<file path="src/calc_cfg_pkg.sv">
/*
 * Calculator configuration
 * Datapath widths, stage count and the fixed completion stage of each pipe
 */
`default_nettype none

package calc_cfg_pkg;

  // Datapath and register file
  localparam int dpath_width_lp    = 32;
  localparam int reg_addr_width_lp = 5;
  localparam int pc_width_lp       = 32;

  // Stages that follow the reservation register
  localparam int pipe_stage_els_lp = 4;

  // Completion entry that takes each pipe's result
  localparam int int_done_stage_lp = 1;
  localparam int mul_done_stage_lp = 3;

  // Report points
  localparam int commit_stage_lp   = 1;
  localparam int wb_stage_lp       = 3;

endpackage

`default_nettype wire

</file>
<file path="src/calc_pkt_pkg.sv">
/*
 * Calculator packets
 * Operation codes, dispatch packet and per-stage issue and poison records
 */
`default_nettype none

package calc_pkt_pkg;

  import calc_cfg_pkg::*;

  typedef enum logic [3:0]
  {
    e_op_add = 4'd0
    , e_op_sub
    , e_op_and
    , e_op_or
    , e_op_xor
    , e_op_slt
    , e_op_sll
    , e_op_srl
    , e_op_mul
  } calc_op_e;

  typedef struct packed
  {
    logic                         v;
    logic [pc_width_lp-1:0]       pc;
    calc_op_e                     op;
    logic [reg_addr_width_lp-1:0] rd_addr;
    logic [reg_addr_width_lp-1:0] rs1_addr;
    logic [reg_addr_width_lp-1:0] rs2_addr;
    logic [dpath_width_lp-1:0]    rs1;
    logic [dpath_width_lp-1:0]    rs2;
  } calc_dispatch_pkt_s;

  // Issue info carried alongside the completion data
  typedef struct packed
  {
    logic                         v;
    logic [pc_width_lp-1:0]       pc;
    logic [reg_addr_width_lp-1:0] rd_addr;
    logic                         irf_w_v;
    logic                         pipe_int_v;
    logic                         pipe_mul_v;
  } calc_stage_reg_s;

  typedef struct packed
  {
    logic poison_v;
  } calc_exc_stage_s;

endpackage

`default_nettype wire

</file>
<file path="src/calc_fwd_if.sv">
/*
 * Forwarding slices
 * One next-state completion slice per stage, from the completion pipe to issue
 */
`timescale 1ns/1ps
`default_nettype none

interface calc_fwd_if;

  import calc_cfg_pkg::*;

  logic [pipe_stage_els_lp:1]                        fwd_v;
  logic [pipe_stage_els_lp:1][reg_addr_width_lp-1:0] fwd_rd_addr;
  logic [pipe_stage_els_lp:1][dpath_width_lp-1:0]    fwd_rd_data;

  modport comp
  (
    output fwd_v
    , output fwd_rd_addr
    , output fwd_rd_data
  );

  modport issue
  (
    input fwd_v
    , input fwd_rd_addr
    , input fwd_rd_data
  );

endinterface

`default_nettype wire

</file>
<file path="src/calc_issue.sv">
/*
 * Calculator issue
 * Bypasses source operands from the completion slices, then holds the
 * packet in the reservation register
 */
`timescale 1ns/1ps
`default_nettype none

module calc_issue
  (input  logic                             clk_i
   , input  logic                           reset_i
   , input  calc_pkt_pkg::calc_dispatch_pkt_s dispatch_pkt_i
   , calc_fwd_if.issue                      fwd
   , output calc_pkt_pkg::calc_dispatch_pkt_s reservation_o
  );

  import calc_cfg_pkg::*;
  import calc_pkt_pkg::*;

  logic [dpath_width_lp-1:0] bypass_rs1, bypass_rs2;
  calc_dispatch_pkt_s        reservation_n, reservation_r;

  always_comb
  begin
    bypass_rs1 = dispatch_pkt_i.rs1;
    bypass_rs2 = dispatch_pkt_i.rs2;
    // Oldest first, so a younger match overrides
    for (int i = pipe_stage_els_lp; i >= 1; i--)
    begin
      if (fwd.fwd_v[i] && (fwd.fwd_rd_addr[i] == dispatch_pkt_i.rs1_addr))
        bypass_rs1 = fwd.fwd_rd_data[i];
      if (fwd.fwd_v[i] && (fwd.fwd_rd_addr[i] == dispatch_pkt_i.rs2_addr))
        bypass_rs2 = fwd.fwd_rd_data[i];
    end
    // x0 is hardwired
    if (dispatch_pkt_i.rs1_addr == '0)
      bypass_rs1 = '0;
    if (dispatch_pkt_i.rs2_addr == '0)
      bypass_rs2 = '0;
  end

  always_comb
  begin
    reservation_n     = dispatch_pkt_i;
    reservation_n.rs1 = bypass_rs1;
    reservation_n.rs2 = bypass_rs2;
  end

  always_ff @(posedge clk_i)
  begin
    reservation_r <= reservation_n;
    if (reset_i)
      reservation_r.v <= 1'b0;
  end

  assign reservation_o = reservation_r;

  // Completion never offers a live slice for x0
  for (genvar i = 1; i <= pipe_stage_els_lp; i++)
  begin : x0_chk
    x0_no_fwd: assert property (@(posedge clk_i) disable iff (reset_i)
      !(fwd.fwd_v[i] && (fwd.fwd_rd_addr[i] == '0)));
  end

endmodule

`default_nettype wire

</file>
<file path="src/calc_pipe_int.sv">
/*
 * Integer pipe
 * Single-cycle ALU working straight off the reservation register
 */
`timescale 1ns/1ps
`default_nettype none

module calc_pipe_int
  (input  calc_pkt_pkg::calc_dispatch_pkt_s     reservation_i
   , output logic [calc_cfg_pkg::dpath_width_lp-1:0] data_o
  );

  import calc_cfg_pkg::*;
  import calc_pkt_pkg::*;

  logic [dpath_width_lp-1:0]         rs1, rs2;
  logic [$clog2(dpath_width_lp)-1:0] shamt;

  assign rs1   = reservation_i.rs1;
  assign rs2   = reservation_i.rs2;
  // Shift amount from the low bits of rs2
  assign shamt = rs2[$clog2(dpath_width_lp)-1:0];

  always_comb
  begin
    case (reservation_i.op)
      e_op_add:
        data_o = rs1 + rs2;
      e_op_sub:
        data_o = rs1 - rs2;
      e_op_and:
        data_o = rs1 & rs2;
      e_op_or:
        data_o = rs1 | rs2;
      e_op_xor:
        data_o = rs1 ^ rs2;
      e_op_slt:
        data_o = dpath_width_lp'($signed(rs1) < $signed(rs2));
      e_op_sll:
        data_o = rs1 << shamt;
      e_op_srl:
        data_o = rs1 >> shamt;
      // mul goes down its own pipe
      default:
        data_o = '0;
    endcase
  end

endmodule

`default_nettype wire

</file>
<file path="src/calc_pipe_mul.sv">
/*
 * Multiply pipe
 * Operand and product registers, low word of the product on data_o
 */
`timescale 1ns/1ps
`default_nettype none

module calc_pipe_mul
  (input  logic                                     clk_i
   , input  logic                                   reset_i
   , input  calc_pkt_pkg::calc_dispatch_pkt_s       reservation_i
   , output logic [calc_cfg_pkg::dpath_width_lp-1:0] data_o
  );

  import calc_cfg_pkg::*;
  import calc_pkt_pkg::*;

  logic                      mul_v;
  logic                      op_v_r;
  logic [dpath_width_lp-1:0] op_a_r, op_b_r;
  logic [dpath_width_lp-1:0] product_r;

  assign mul_v = reservation_i.v && (reservation_i.op == e_op_mul);

  always_ff @(posedge clk_i)
  begin
    if (reset_i)
      op_v_r <= 1'b0;
    else
      op_v_r <= mul_v;
  end

  // Registers only load for a live multiply
  always_ff @(posedge clk_i)
  begin
    if (mul_v)
    begin
      op_a_r <= reservation_i.rs1;
      op_b_r <= reservation_i.rs2;
    end
    if (op_v_r)
      product_r <= op_a_r * op_b_r;
  end

  // Truncated product, lines up with entry to stage 3
  assign data_o = product_r;

endmodule

`default_nettype wire

</file>
<file path="src/calc_comp_pipe.sv">
/*
 * Completion pipe
 * Shifts issue info, poison and results down the stages, muxes each pipe's
 * result in at its fixed stage, and forms commit, writeback and forwarding
 */
`timescale 1ns/1ps
`default_nettype none

module calc_comp_pipe
  (input  logic                                      clk_i
   , input  logic                                    reset_i
   , input  calc_pkt_pkg::calc_dispatch_pkt_s        reservation_i
   , input  logic [calc_cfg_pkg::dpath_width_lp-1:0] int_data_i
   , input  logic [calc_cfg_pkg::dpath_width_lp-1:0] mul_data_i
   , input  logic                                    flush_i
   , calc_fwd_if.comp                                fwd
   , output logic                                    commit_v_o
   , output logic [calc_cfg_pkg::pc_width_lp-1:0]    commit_pc_o
   , output logic                                    wb_v_o
   , output logic [calc_cfg_pkg::reg_addr_width_lp-1:0] wb_rd_o
   , output logic [calc_cfg_pkg::dpath_width_lp-1:0] wb_data_o
  );

  import calc_cfg_pkg::*;
  import calc_pkt_pkg::*;

  // Stage 0 is the reservation register itself
  calc_stage_reg_s                                calc_stage_isd;
  calc_stage_reg_s [pipe_stage_els_lp:1]          calc_stage_n;
  calc_stage_reg_s [pipe_stage_els_lp-1:1]        calc_stage_r;
  calc_exc_stage_s [pipe_stage_els_lp:0]          exc_stage_n;
  calc_exc_stage_s [pipe_stage_els_lp-1:0]        exc_stage_r;
  logic [pipe_stage_els_lp:1][dpath_width_lp-1:0] comp_stage_n;
  logic [pipe_stage_els_lp-1:1][dpath_width_lp-1:0] comp_stage_r;

  always_comb
  begin
    calc_stage_isd.v          = reservation_i.v;
    calc_stage_isd.pc         = reservation_i.pc;
    calc_stage_isd.rd_addr    = reservation_i.rd_addr;
    calc_stage_isd.irf_w_v    = (reservation_i.rd_addr != '0);
    calc_stage_isd.pipe_int_v = reservation_i.v && (reservation_i.op != e_op_mul);
    calc_stage_isd.pipe_mul_v = reservation_i.v && (reservation_i.op == e_op_mul);
  end

  assign calc_stage_n = {calc_stage_r, calc_stage_isd};

  always_comb
  begin
    exc_stage_n[0].poison_v = flush_i;
    for (int i = 1; i <= pipe_stage_els_lp; i++)
      exc_stage_n[i] = exc_stage_r[i-1];
    // flush reaches back one instruction past the reservation
    exc_stage_n[1].poison_v = exc_stage_r[0].poison_v | flush_i;
  end

  // Single issue with static latencies, so at most one result lands per entry
  always_comb
  begin
    comp_stage_n[1] = '0;
    for (int i = 2; i <= pipe_stage_els_lp; i++)
      comp_stage_n[i] = comp_stage_r[i-1];
    if (calc_stage_n[int_done_stage_lp].pipe_int_v)
      comp_stage_n[int_done_stage_lp] = int_data_i;
    if (calc_stage_n[mul_done_stage_lp].pipe_mul_v)
      comp_stage_n[mul_done_stage_lp] = mul_data_i;
  end

  always_ff @(posedge clk_i)
  begin
    calc_stage_r <= calc_stage_n[pipe_stage_els_lp-1:1];
    if (reset_i)
    begin
      exc_stage_r <= '0;
      for (int i = 1; i < pipe_stage_els_lp; i++)
        calc_stage_r[i].v <= 1'b0;
    end
    else
      exc_stage_r <= exc_stage_n[pipe_stage_els_lp-1:0];
  end

  always_ff @(posedge clk_i)
  begin
    comp_stage_r <= comp_stage_n[pipe_stage_els_lp-1:1];
  end

  always_comb
  begin
    for (int i = 1; i <= pipe_stage_els_lp; i++)
    begin
      fwd.fwd_v[i]       = calc_stage_n[i].v & calc_stage_n[i].irf_w_v
                           & ~exc_stage_n[i].poison_v;
      fwd.fwd_rd_addr[i] = calc_stage_n[i].rd_addr;
      fwd.fwd_rd_data[i] = comp_stage_n[i];
    end
  end

  assign commit_v_o  = calc_stage_r[commit_stage_lp].v
                       & ~exc_stage_r[commit_stage_lp].poison_v;
  assign commit_pc_o = calc_stage_r[commit_stage_lp].pc;

  assign wb_v_o    = calc_stage_r[wb_stage_lp].v & calc_stage_r[wb_stage_lp].irf_w_v
                     & ~exc_stage_r[wb_stage_lp].poison_v;
  assign wb_rd_o   = calc_stage_r[wb_stage_lp].rd_addr;
  assign wb_data_o = comp_stage_r[wb_stage_lp];

  // Both result muxes must never claim the same instruction
  for (genvar i = 1; i <= pipe_stage_els_lp; i++)
  begin : pipe_excl
    int_mul_excl: assert property (@(posedge clk_i) disable iff (reset_i)
      !(calc_stage_n[i].pipe_int_v && calc_stage_n[i].pipe_mul_v));
  end

endmodule

`default_nettype wire

</file>
<file path="src/calc_top.sv">
/*
 * Calculator top level
 * Packs the dispatch ports and connects issue, the two pipes and completion
 */
`timescale 1ns/1ps
`default_nettype none

module calc_top
  (input  logic                                         clk_i
   , input  logic                                       reset_i
   , input  logic                                       dispatch_v_i
   , input  calc_pkt_pkg::calc_op_e                     dispatch_op_i
   , input  logic [calc_cfg_pkg::pc_width_lp-1:0]       dispatch_pc_i
   , input  logic [calc_cfg_pkg::reg_addr_width_lp-1:0] dispatch_rd_i
   , input  logic [calc_cfg_pkg::reg_addr_width_lp-1:0] dispatch_rs1_addr_i
   , input  logic [calc_cfg_pkg::reg_addr_width_lp-1:0] dispatch_rs2_addr_i
   , input  logic [calc_cfg_pkg::dpath_width_lp-1:0]    dispatch_rs1_data_i
   , input  logic [calc_cfg_pkg::dpath_width_lp-1:0]    dispatch_rs2_data_i
   , input  logic                                       flush_i
   , output logic                                       commit_v_o
   , output logic [calc_cfg_pkg::pc_width_lp-1:0]       commit_pc_o
   , output logic                                       wb_v_o
   , output logic [calc_cfg_pkg::reg_addr_width_lp-1:0] wb_rd_o
   , output logic [calc_cfg_pkg::dpath_width_lp-1:0]    wb_data_o
  );

  import calc_cfg_pkg::*;
  import calc_pkt_pkg::*;

  calc_dispatch_pkt_s        dispatch_pkt;
  calc_dispatch_pkt_s        reservation;
  logic [dpath_width_lp-1:0] int_data;
  logic [dpath_width_lp-1:0] mul_data;

  calc_fwd_if fwd_if ();

  always_comb
  begin
    dispatch_pkt.v        = dispatch_v_i;
    dispatch_pkt.pc       = dispatch_pc_i;
    dispatch_pkt.op       = dispatch_op_i;
    dispatch_pkt.rd_addr  = dispatch_rd_i;
    dispatch_pkt.rs1_addr = dispatch_rs1_addr_i;
    dispatch_pkt.rs2_addr = dispatch_rs2_addr_i;
    dispatch_pkt.rs1      = dispatch_rs1_data_i;
    dispatch_pkt.rs2      = dispatch_rs2_data_i;
  end

  calc_issue calc_issue_inst
    (.clk_i(clk_i)
     , .reset_i(reset_i)
     , .dispatch_pkt_i(dispatch_pkt)
     , .fwd(fwd_if.issue)
     , .reservation_o(reservation)
    );

  calc_pipe_int calc_pipe_int_inst
    (.reservation_i(reservation)
     , .data_o(int_data)
    );

  calc_pipe_mul calc_pipe_mul_inst
    (.clk_i(clk_i)
     , .reset_i(reset_i)
     , .reservation_i(reservation)
     , .data_o(mul_data)
    );

  calc_comp_pipe calc_comp_pipe_inst
    (.clk_i(clk_i)
     , .reset_i(reset_i)
     , .reservation_i(reservation)
     , .int_data_i(int_data)
     , .mul_data_i(mul_data)
     , .flush_i(flush_i)
     , .fwd(fwd_if.comp)
     , .commit_v_o(commit_v_o)
     , .commit_pc_o(commit_pc_o)
     , .wb_v_o(wb_v_o)
     , .wb_rd_o(wb_rd_o)
     , .wb_data_o(wb_data_o)
    );

endmodule

`default_nettype wire

</file>
<file path="config.mk">
export PLATFORM = sky130hd
export DESIGN_NAME = calc_top
export DESIGN_NICKNAME = d
export VERILOG_FILES = /design/src/calc_cfg_pkg.sv /design/src/calc_pkt_pkg.sv /design/src/calc_fwd_if.sv /design/src/calc_issue.sv /design/src/calc_pipe_int.sv /design/src/calc_pipe_mul.sv /design/src/calc_comp_pipe.sv /design/src/calc_top.sv
export SDC_FILE = /design/constraint.sdc
export NUM_CORES = 2
export LEC_CHECK = 0
export ABC_CLOCK_PERIOD_IN_PS = 13000
export BUFFER_PORTS_ARGS = -buffer_cell sky130_fd_sc_hd__buf_2
export CAP_MARGIN = 0
export CORE_MARGIN = 5
export CORE_UTILIZATION = 45
export CTS_CLUSTER_SIZE = 40
export DETAILED_ROUTE_END_ITERATION = 7
export SLEW_MARGIN = 20
export SYNTH_ARGS = -nofsm -noshare
export SYNTH_HDL_FRONTEND = slang
export SYNTH_SLANG_ARGS = --single-unit
</file>
<file path="constraint.sdc">
create_clock -name clk_i -period 13 [get_ports clk_i]
set_input_delay 1.3 -clock clk_i [delete_from_list [all_inputs] [get_ports clk_i]]
set_output_delay 1.3 -clock clk_i [all_outputs]
set_load 0.1 [all_outputs]
</file>
Yosys cells after proc, flatten, opt, wreduce, memory -nomap -nowiden. Cells that the tools add are included.

Shift-type cells: 2. Add/subtract/negate cells: 2. $mul: 1. Divide/modulo/power cells: 0. Bitwise gates (word level): 17. Equal/unequal tests: 17. Muxes and demuxes: 11. $lt $le $gt $ge: 1. Reductions and logical operators: 14.

Operators with widths (count): 32-bit two-way mux (10); 32-bit one-hot mux with 8 select lines (1); 5-bit == test (8); 32-bit adder (1); 32-bit bitwise AND (1); 32-bit less-than comparator (1); 32-bit by 32-bit multiplier with 32-bit output (1); 32-bit OR (1); 32-bit by 5-bit << shifter with 32-bit output (1); 32-bit by 5-bit >> shifter with 32-bit output (1); 32-bit subtractor (1); 32-bit XOR (1); 4-bit by 3-bit == test with 1-bit output, second input constant (4); 1-bit logical AND (10); 5-bit zero test (2); 1-bit bitwise AND (9); 4-bit by 2-bit == test with 1-bit output, second input constant (2); 5-bit nonzero test (1); 4-bit by 1-bit == test with 1-bit output, second input constant (1); 4-bit == test, second input constant (1); 4-bit zero test (1); 4-bit != test, second input constant (1); 1-bit NOT (4); 1-bit OR (1).

Word-level logic and storage cells: 94. Memory bits (writable): 0. Input bits: 119. Bits in latches: 0. Output and inout port bits: 71. Register bits: 358. Memories kept: 0. Memory bits (read-only): 0.

Logic depth before layout (Yosys ltp).
Depth in word-level cells: 7. Depth in mapped cells: 26. Gate-level depth less buffers: 25.

Hierarchy. Synthesis repeated with hierarchy kept, for this count alone.

Cell total of the unflattened synthesis: 4189. Area, all modules: 38039.0 µm².

Modules (own cells, without submodules): calc_pipe_mul (area an instance 18699.2 µm², cells each 1810, instances 1, sequential area each 2902.8 µm²); calc_pipe_int (area an instance 8085.3 µm², cells each 1221, instances 1, sequential area each 0.0 µm²); calc_issue (area an instance 6158.4 µm², cells each 754, instances 1, sequential area each 2322.2 µm²); calc_comp_pipe (area an instance 5096.1 µm², cells each 404, instances 1, sequential area each 3103.0 µm²).

Worst setup path before layout. No wires, ideal clock.

Path kind: reg2reg. Start: register calc_pipe_mul_inst.op_a_r[12]. End: register calc_pipe_mul_inst.product_r[30], in the netlist calc_pipe_mul_inst.data_o[30] (data pin). Period minus slack after synthesis: 6.867 ns. Data required time: 12.742 ns. Arrival: 6.610 ns. Library setup time: 0.258 ns. Path slack: 6.133 ns. Path buffers: 2. Cell stages (with the launch flop): 26. Cells stage by stage: edfxtp_1 -> clkbuf_1 -> clkbuf_1 -> and2_1 -> fa_1 -> fa_1 -> fa_1 -> inv_1 -> fa_1 -> inv_1 -> fa_1 -> inv_1 -> fa_1 -> inv_1 -> fa_1 -> fa_1 -> ha_1 -> a21o_1 -> a21o_1 -> a21oi_1 -> o31ai_1 -> nor4_1 -> o31ai_1 -> a21o_1 -> a21oi_1 -> xnor2_1.

Longest elaborated chain between the ends: 1.

RTL lines: start: declaration (line calc_pipe_mul.sv:20) `logic [dpath_width_lp-1:0] op_a_r, op_b_r;`; start signal: assignment (line calc_pipe_mul.sv:38) `op_a_r <= reservation_i.rs1;`; 32-bit by 32-bit multiplier with 32-bit output (line calc_pipe_mul.sv:42) `product_r <= op_a_r * op_b_r;`; end signal: assignment (line calc_pipe_mul.sv:42); end: declaration (line calc_pipe_mul.sv:21) `logic [dpath_width_lp-1:0] product_r;`.

Every way passes these cells. A chain may end at the register's enable or synchronous reset.

Final worst setup path.
Start: register calc_pipe_mul_inst.op_a_r[6]. End: register calc_pipe_mul_inst.product_r[30], in the netlist calc_pipe_mul_inst.data_o[30] (data pin).

The elaborated chain is that of the path after synthesis.

==> results.cfg <==
[finish]
seq_area_um2 = 8135
multiInputGateArea_um2 = 24680
final_nets = 4647
drive_above_1_share = 0.1109
syn_to_final_growth_pct = 7.630
instances_no_fill = 4985
fillCellCount = 7683

[global_routing]
grt.total_usage = 0.2937
grt_start_max_net_pins = 65
grt_pass1_wl_mm = 191.5
antenna_found_initial = 7
grt_overflow = 0
grt_pass1_vias = 29283

[synthesis]
synth_adder_area_share = 0.3038
synth_compound_area_frac = 0.1274
syn-num-nets = 4661
ys_ff_latch = 358
ys_types = 88
yosys.area.top_type = fa_1
synth_mux_area_frac = 0.06634
synthCells = 3912
synth_top_flop_cell = dfxtp_1
synth-xor-area-share = 0.03569
synth.area.top_cells = fa_1, dfxtp_1, edfxtp_1
netlist_area_um2 = 36080
avgSynthCellArea_um2 = 9.222
synthSimpleGateAreaFrac = 0.1490
ys_seq_area_frac = 0.2253
synth_edf_count = 96
yosys_warnings = 0
synth_top_area_frac = 0.2275
synthArstFlopShare = 0
synth_top_family_by_area = adder cells

[sta]
finClkSkew_ns = 0.05631
hold_viol = 0
rsz0062_at_grt = false
slew_headroom = 0.1811
tightest_slew_ns = 1.218
fin_tns_setup_ns = 0
period_needed_ns = 8.090
fin_ws_ns = 4.910
fmax_ghz = 0.1236
post-route-period-util = 0.6223
drv_slew = 0
setup_viol = 0

[clock_tree]
post_cts_resized = 0
root_buffer = clkbuf_16
cts_tree = built
cts_buffer_depth = 3
clock-sinks = 358
cts_hold_buf = 0
clock_latency_ns = 0.61
h-tree-depth = 2
clk_pin_slew_ns = 0.07
cts_buffers = 41
post_cts_buffers = 0

[worst_hold_path]
hp-start = calc_comp_pipe_inst.calc_stage_n[41]
min_path_type = reg2reg

[placement]
dp_cells = 4904
dpl.hpwl_mm = 100.0
port_buffers = 189
gp_congestion = 1.048
preCtsSetupSlack_ns = 4.852

[floorplan]
core_um2 = 79260
start_util = 0.4552
die_x_um = 293.2
dieArea_um2 = 85940
die_h_um = 293.2
rows = 103
io_pins = 190

[power]
p_leak_uw = 0.01785
power.internal_uw = 2634
power_density_nw_per_um2 = 112.9
seq_power_share = 0.298
switching_share = 0.3989
combPwrFrac = 0.424
clkPwrFrac = 0.279
p_sw_uw = 1748
peakVddDrop_mv = 0.1231

[critical_path]
cp-start-kind = flop
cp-startpoint = calc_pipe_mul_inst.op_a_r[6]
arrival_ns = 8.46
end_kind = flop
crit_fanout = 26
r2r_start = calc_pipe_mul_inst.op_a_r[6]
cp.required_ns = 13.37
criticalPathCategory = reg2reg

[drt]
drt_pass1_iterations = 6
wirelength_mm = 128.3
wl_per_cell_um = 25.74
antenna_left = 0
num_vias = 28962
via_per_inst = 5.810
drt_iter0_markers = 3026
drc_errors = 0

[status]
status = completed

[run]
drv_cap = 0
-- cell type report --
type | instances | area share
Clock buffer | 53 | 0.02887
Inverter | 489 | 0.04727
Timing Repair Buffer | 251 | 0.03673
Tap cell | 1050 | 0.03383
Sequential cell | 358 | 0.2095
Antenna cell | 4 | 0.0002578
Clock inverter | 23 | 0.007862
Multi-Input combinational cell | 2757 | 0.6357
-- per-layer routing --
layer / track usage / share of wire / vias up
li1: - / - / 12864
met2: 0.4500 / 0.44 / 1356
met3: 0.05578 / 0.084 / 301
met5: 0 / 0 / -
met1: 0.4058 / 0.42 / 14441
met4: 0.1350 / 0.054 / 0
-- power groups by stage --
stage | Clock (µW) | Combinational, µW | Sequential (µW)
floorplan | 0 | 1230 | 1290
global placement | 0 | 1820 | 1330
detailed placement | 0 | 1820 | 1330
CTS | 1240 | 1840 | 1300
global route | 1290 | 2010 | 1310
finish | 1220 | 1860 | 1300
-- cells in the mapped netlist (48+ instances only) --
cell type	number
nand2_1	363
o21ai_0	104
mux2i_1	112
a21oi_1	163
buf_4	78
xnor2_1	111
a211oi_1	143
ha_1	220
clkbuf_1	185
dfxtp_1	262
edfxtp_1	96
and2_1	310
nor2_1	238
inv_1	488
nor3_1	48
fa_1	410
-- final timing paths --
| path | endpoint | slack [ns] | cells after the start |
|---|---|---|---|
| worst max-delay path | calc_pipe_mul_inst.data_o[30] | 4.91 | 24 |
| worst min-delay path | calc_comp_pipe_inst.calc_stage_n[82] | 0.32 | 0 |
| worst max register to register | calc_pipe_mul_inst.data_o[30] | 4.91 | 24 |
| worst min register to register | calc_comp_pipe_inst.calc_stage_n[82] | 0.32 | 0 |
-- stage by stage --
step / hold slack (ns) / total power (µW) / cell area (µm²) / utilization
after floorplan: 0.3096 / 2524 / 36080 / -
after global placement: 0.3096 / 3149 / 37360 / 0.4714
after detailed placement: 0.3121 / 3143 / 37380 / 0.4716
after CTS: 0.3254 / 4384 / 38800 / 0.4896
after global routing: 0.3311 / 4600 / 38830 / 0.4899
final: 0.3238 / 4382 / 38830 / 0.4899
-- cell usage in the layout, fill, tap and decap left out, types with 18 or more instances in the layout --
cell       count
inv_1        487
fa_1         410
nand2_1      363
and2_1       310
dfxtp_1      258
nor2_1       236
ha_1         220
buf_2        189
a21oi_1      163
a211oi_1     143
mux2i_1      112
xnor2_1      111
o21ai_0      104
edfxtp_1      96
buf_4         60
nor3_1        45
clkbuf_16     41
xor2_1        36
mux4_2        36
mux2_2        36
nand3_1       30
o22ai_1       29
o211ai_1      26
a21o_1        26
nand2b_1      18
-- flip-flops by register name (all words and copies together) (netlist names), 5 cells and up --
register,count
calc_pipe_mul_inst.op_a_r,32
calc_comp_pipe_inst.fwd.fwd_rd_addr,10
calc_comp_pipe_inst.commit_pc_o,32
calc_comp_pipe_inst.wb_rd_o,5
calc_pipe_mul_inst.data_o,32
calc_pipe_mul_inst.op_b_r,32
calc_comp_pipe_inst.fwd.fwd_rd_data,32
calc_comp_pipe_inst.calc_stage_n,8
calc_comp_pipe_inst.comp_stage_r,32
calc_issue_inst.reservation_o,106
calc_comp_pipe_inst.wb_data_o,32
-- critical path, stage by stage (launching register included) --
cell	delay [ns]
edfxtp_1	1.13
and2_1	0.27
fa_1	0.41
inv_1	0.08
fa_1	0.43
fa_1	0.52
inv_1	0.06
fa_1	0.54
ha_1	0.23
ha_1	0.27
inv_1	0.04
fa_1	0.48
inv_1	0.05
fa_1	0.46
ha_1	0.34
a21oi_1	0.18
nand2_1	0.11
and3_1	0.21
a211oi_1	0.48
o31ai_1	0.29
nor4_1	0.60
o31ai_1	0.24
a21o_1	0.21
a21oi_1	0.17
xnor2_1	0.08
-- cells by family (layout without fill, tap and decap cells) --
group | Yosys count | in the layout
adders and majority gates | 630 | 630
muxes | 188 | 188
buffers and inverters | 797 | 816
AOI/OAI and AO/OA | 685 | 685
and+or+nand+nor | 1107 | 1107
DFF | 358 | 358
other | 0 | 4
xor gates and xnor gates | 147 | 147
(Power assumes the default switching activity.)
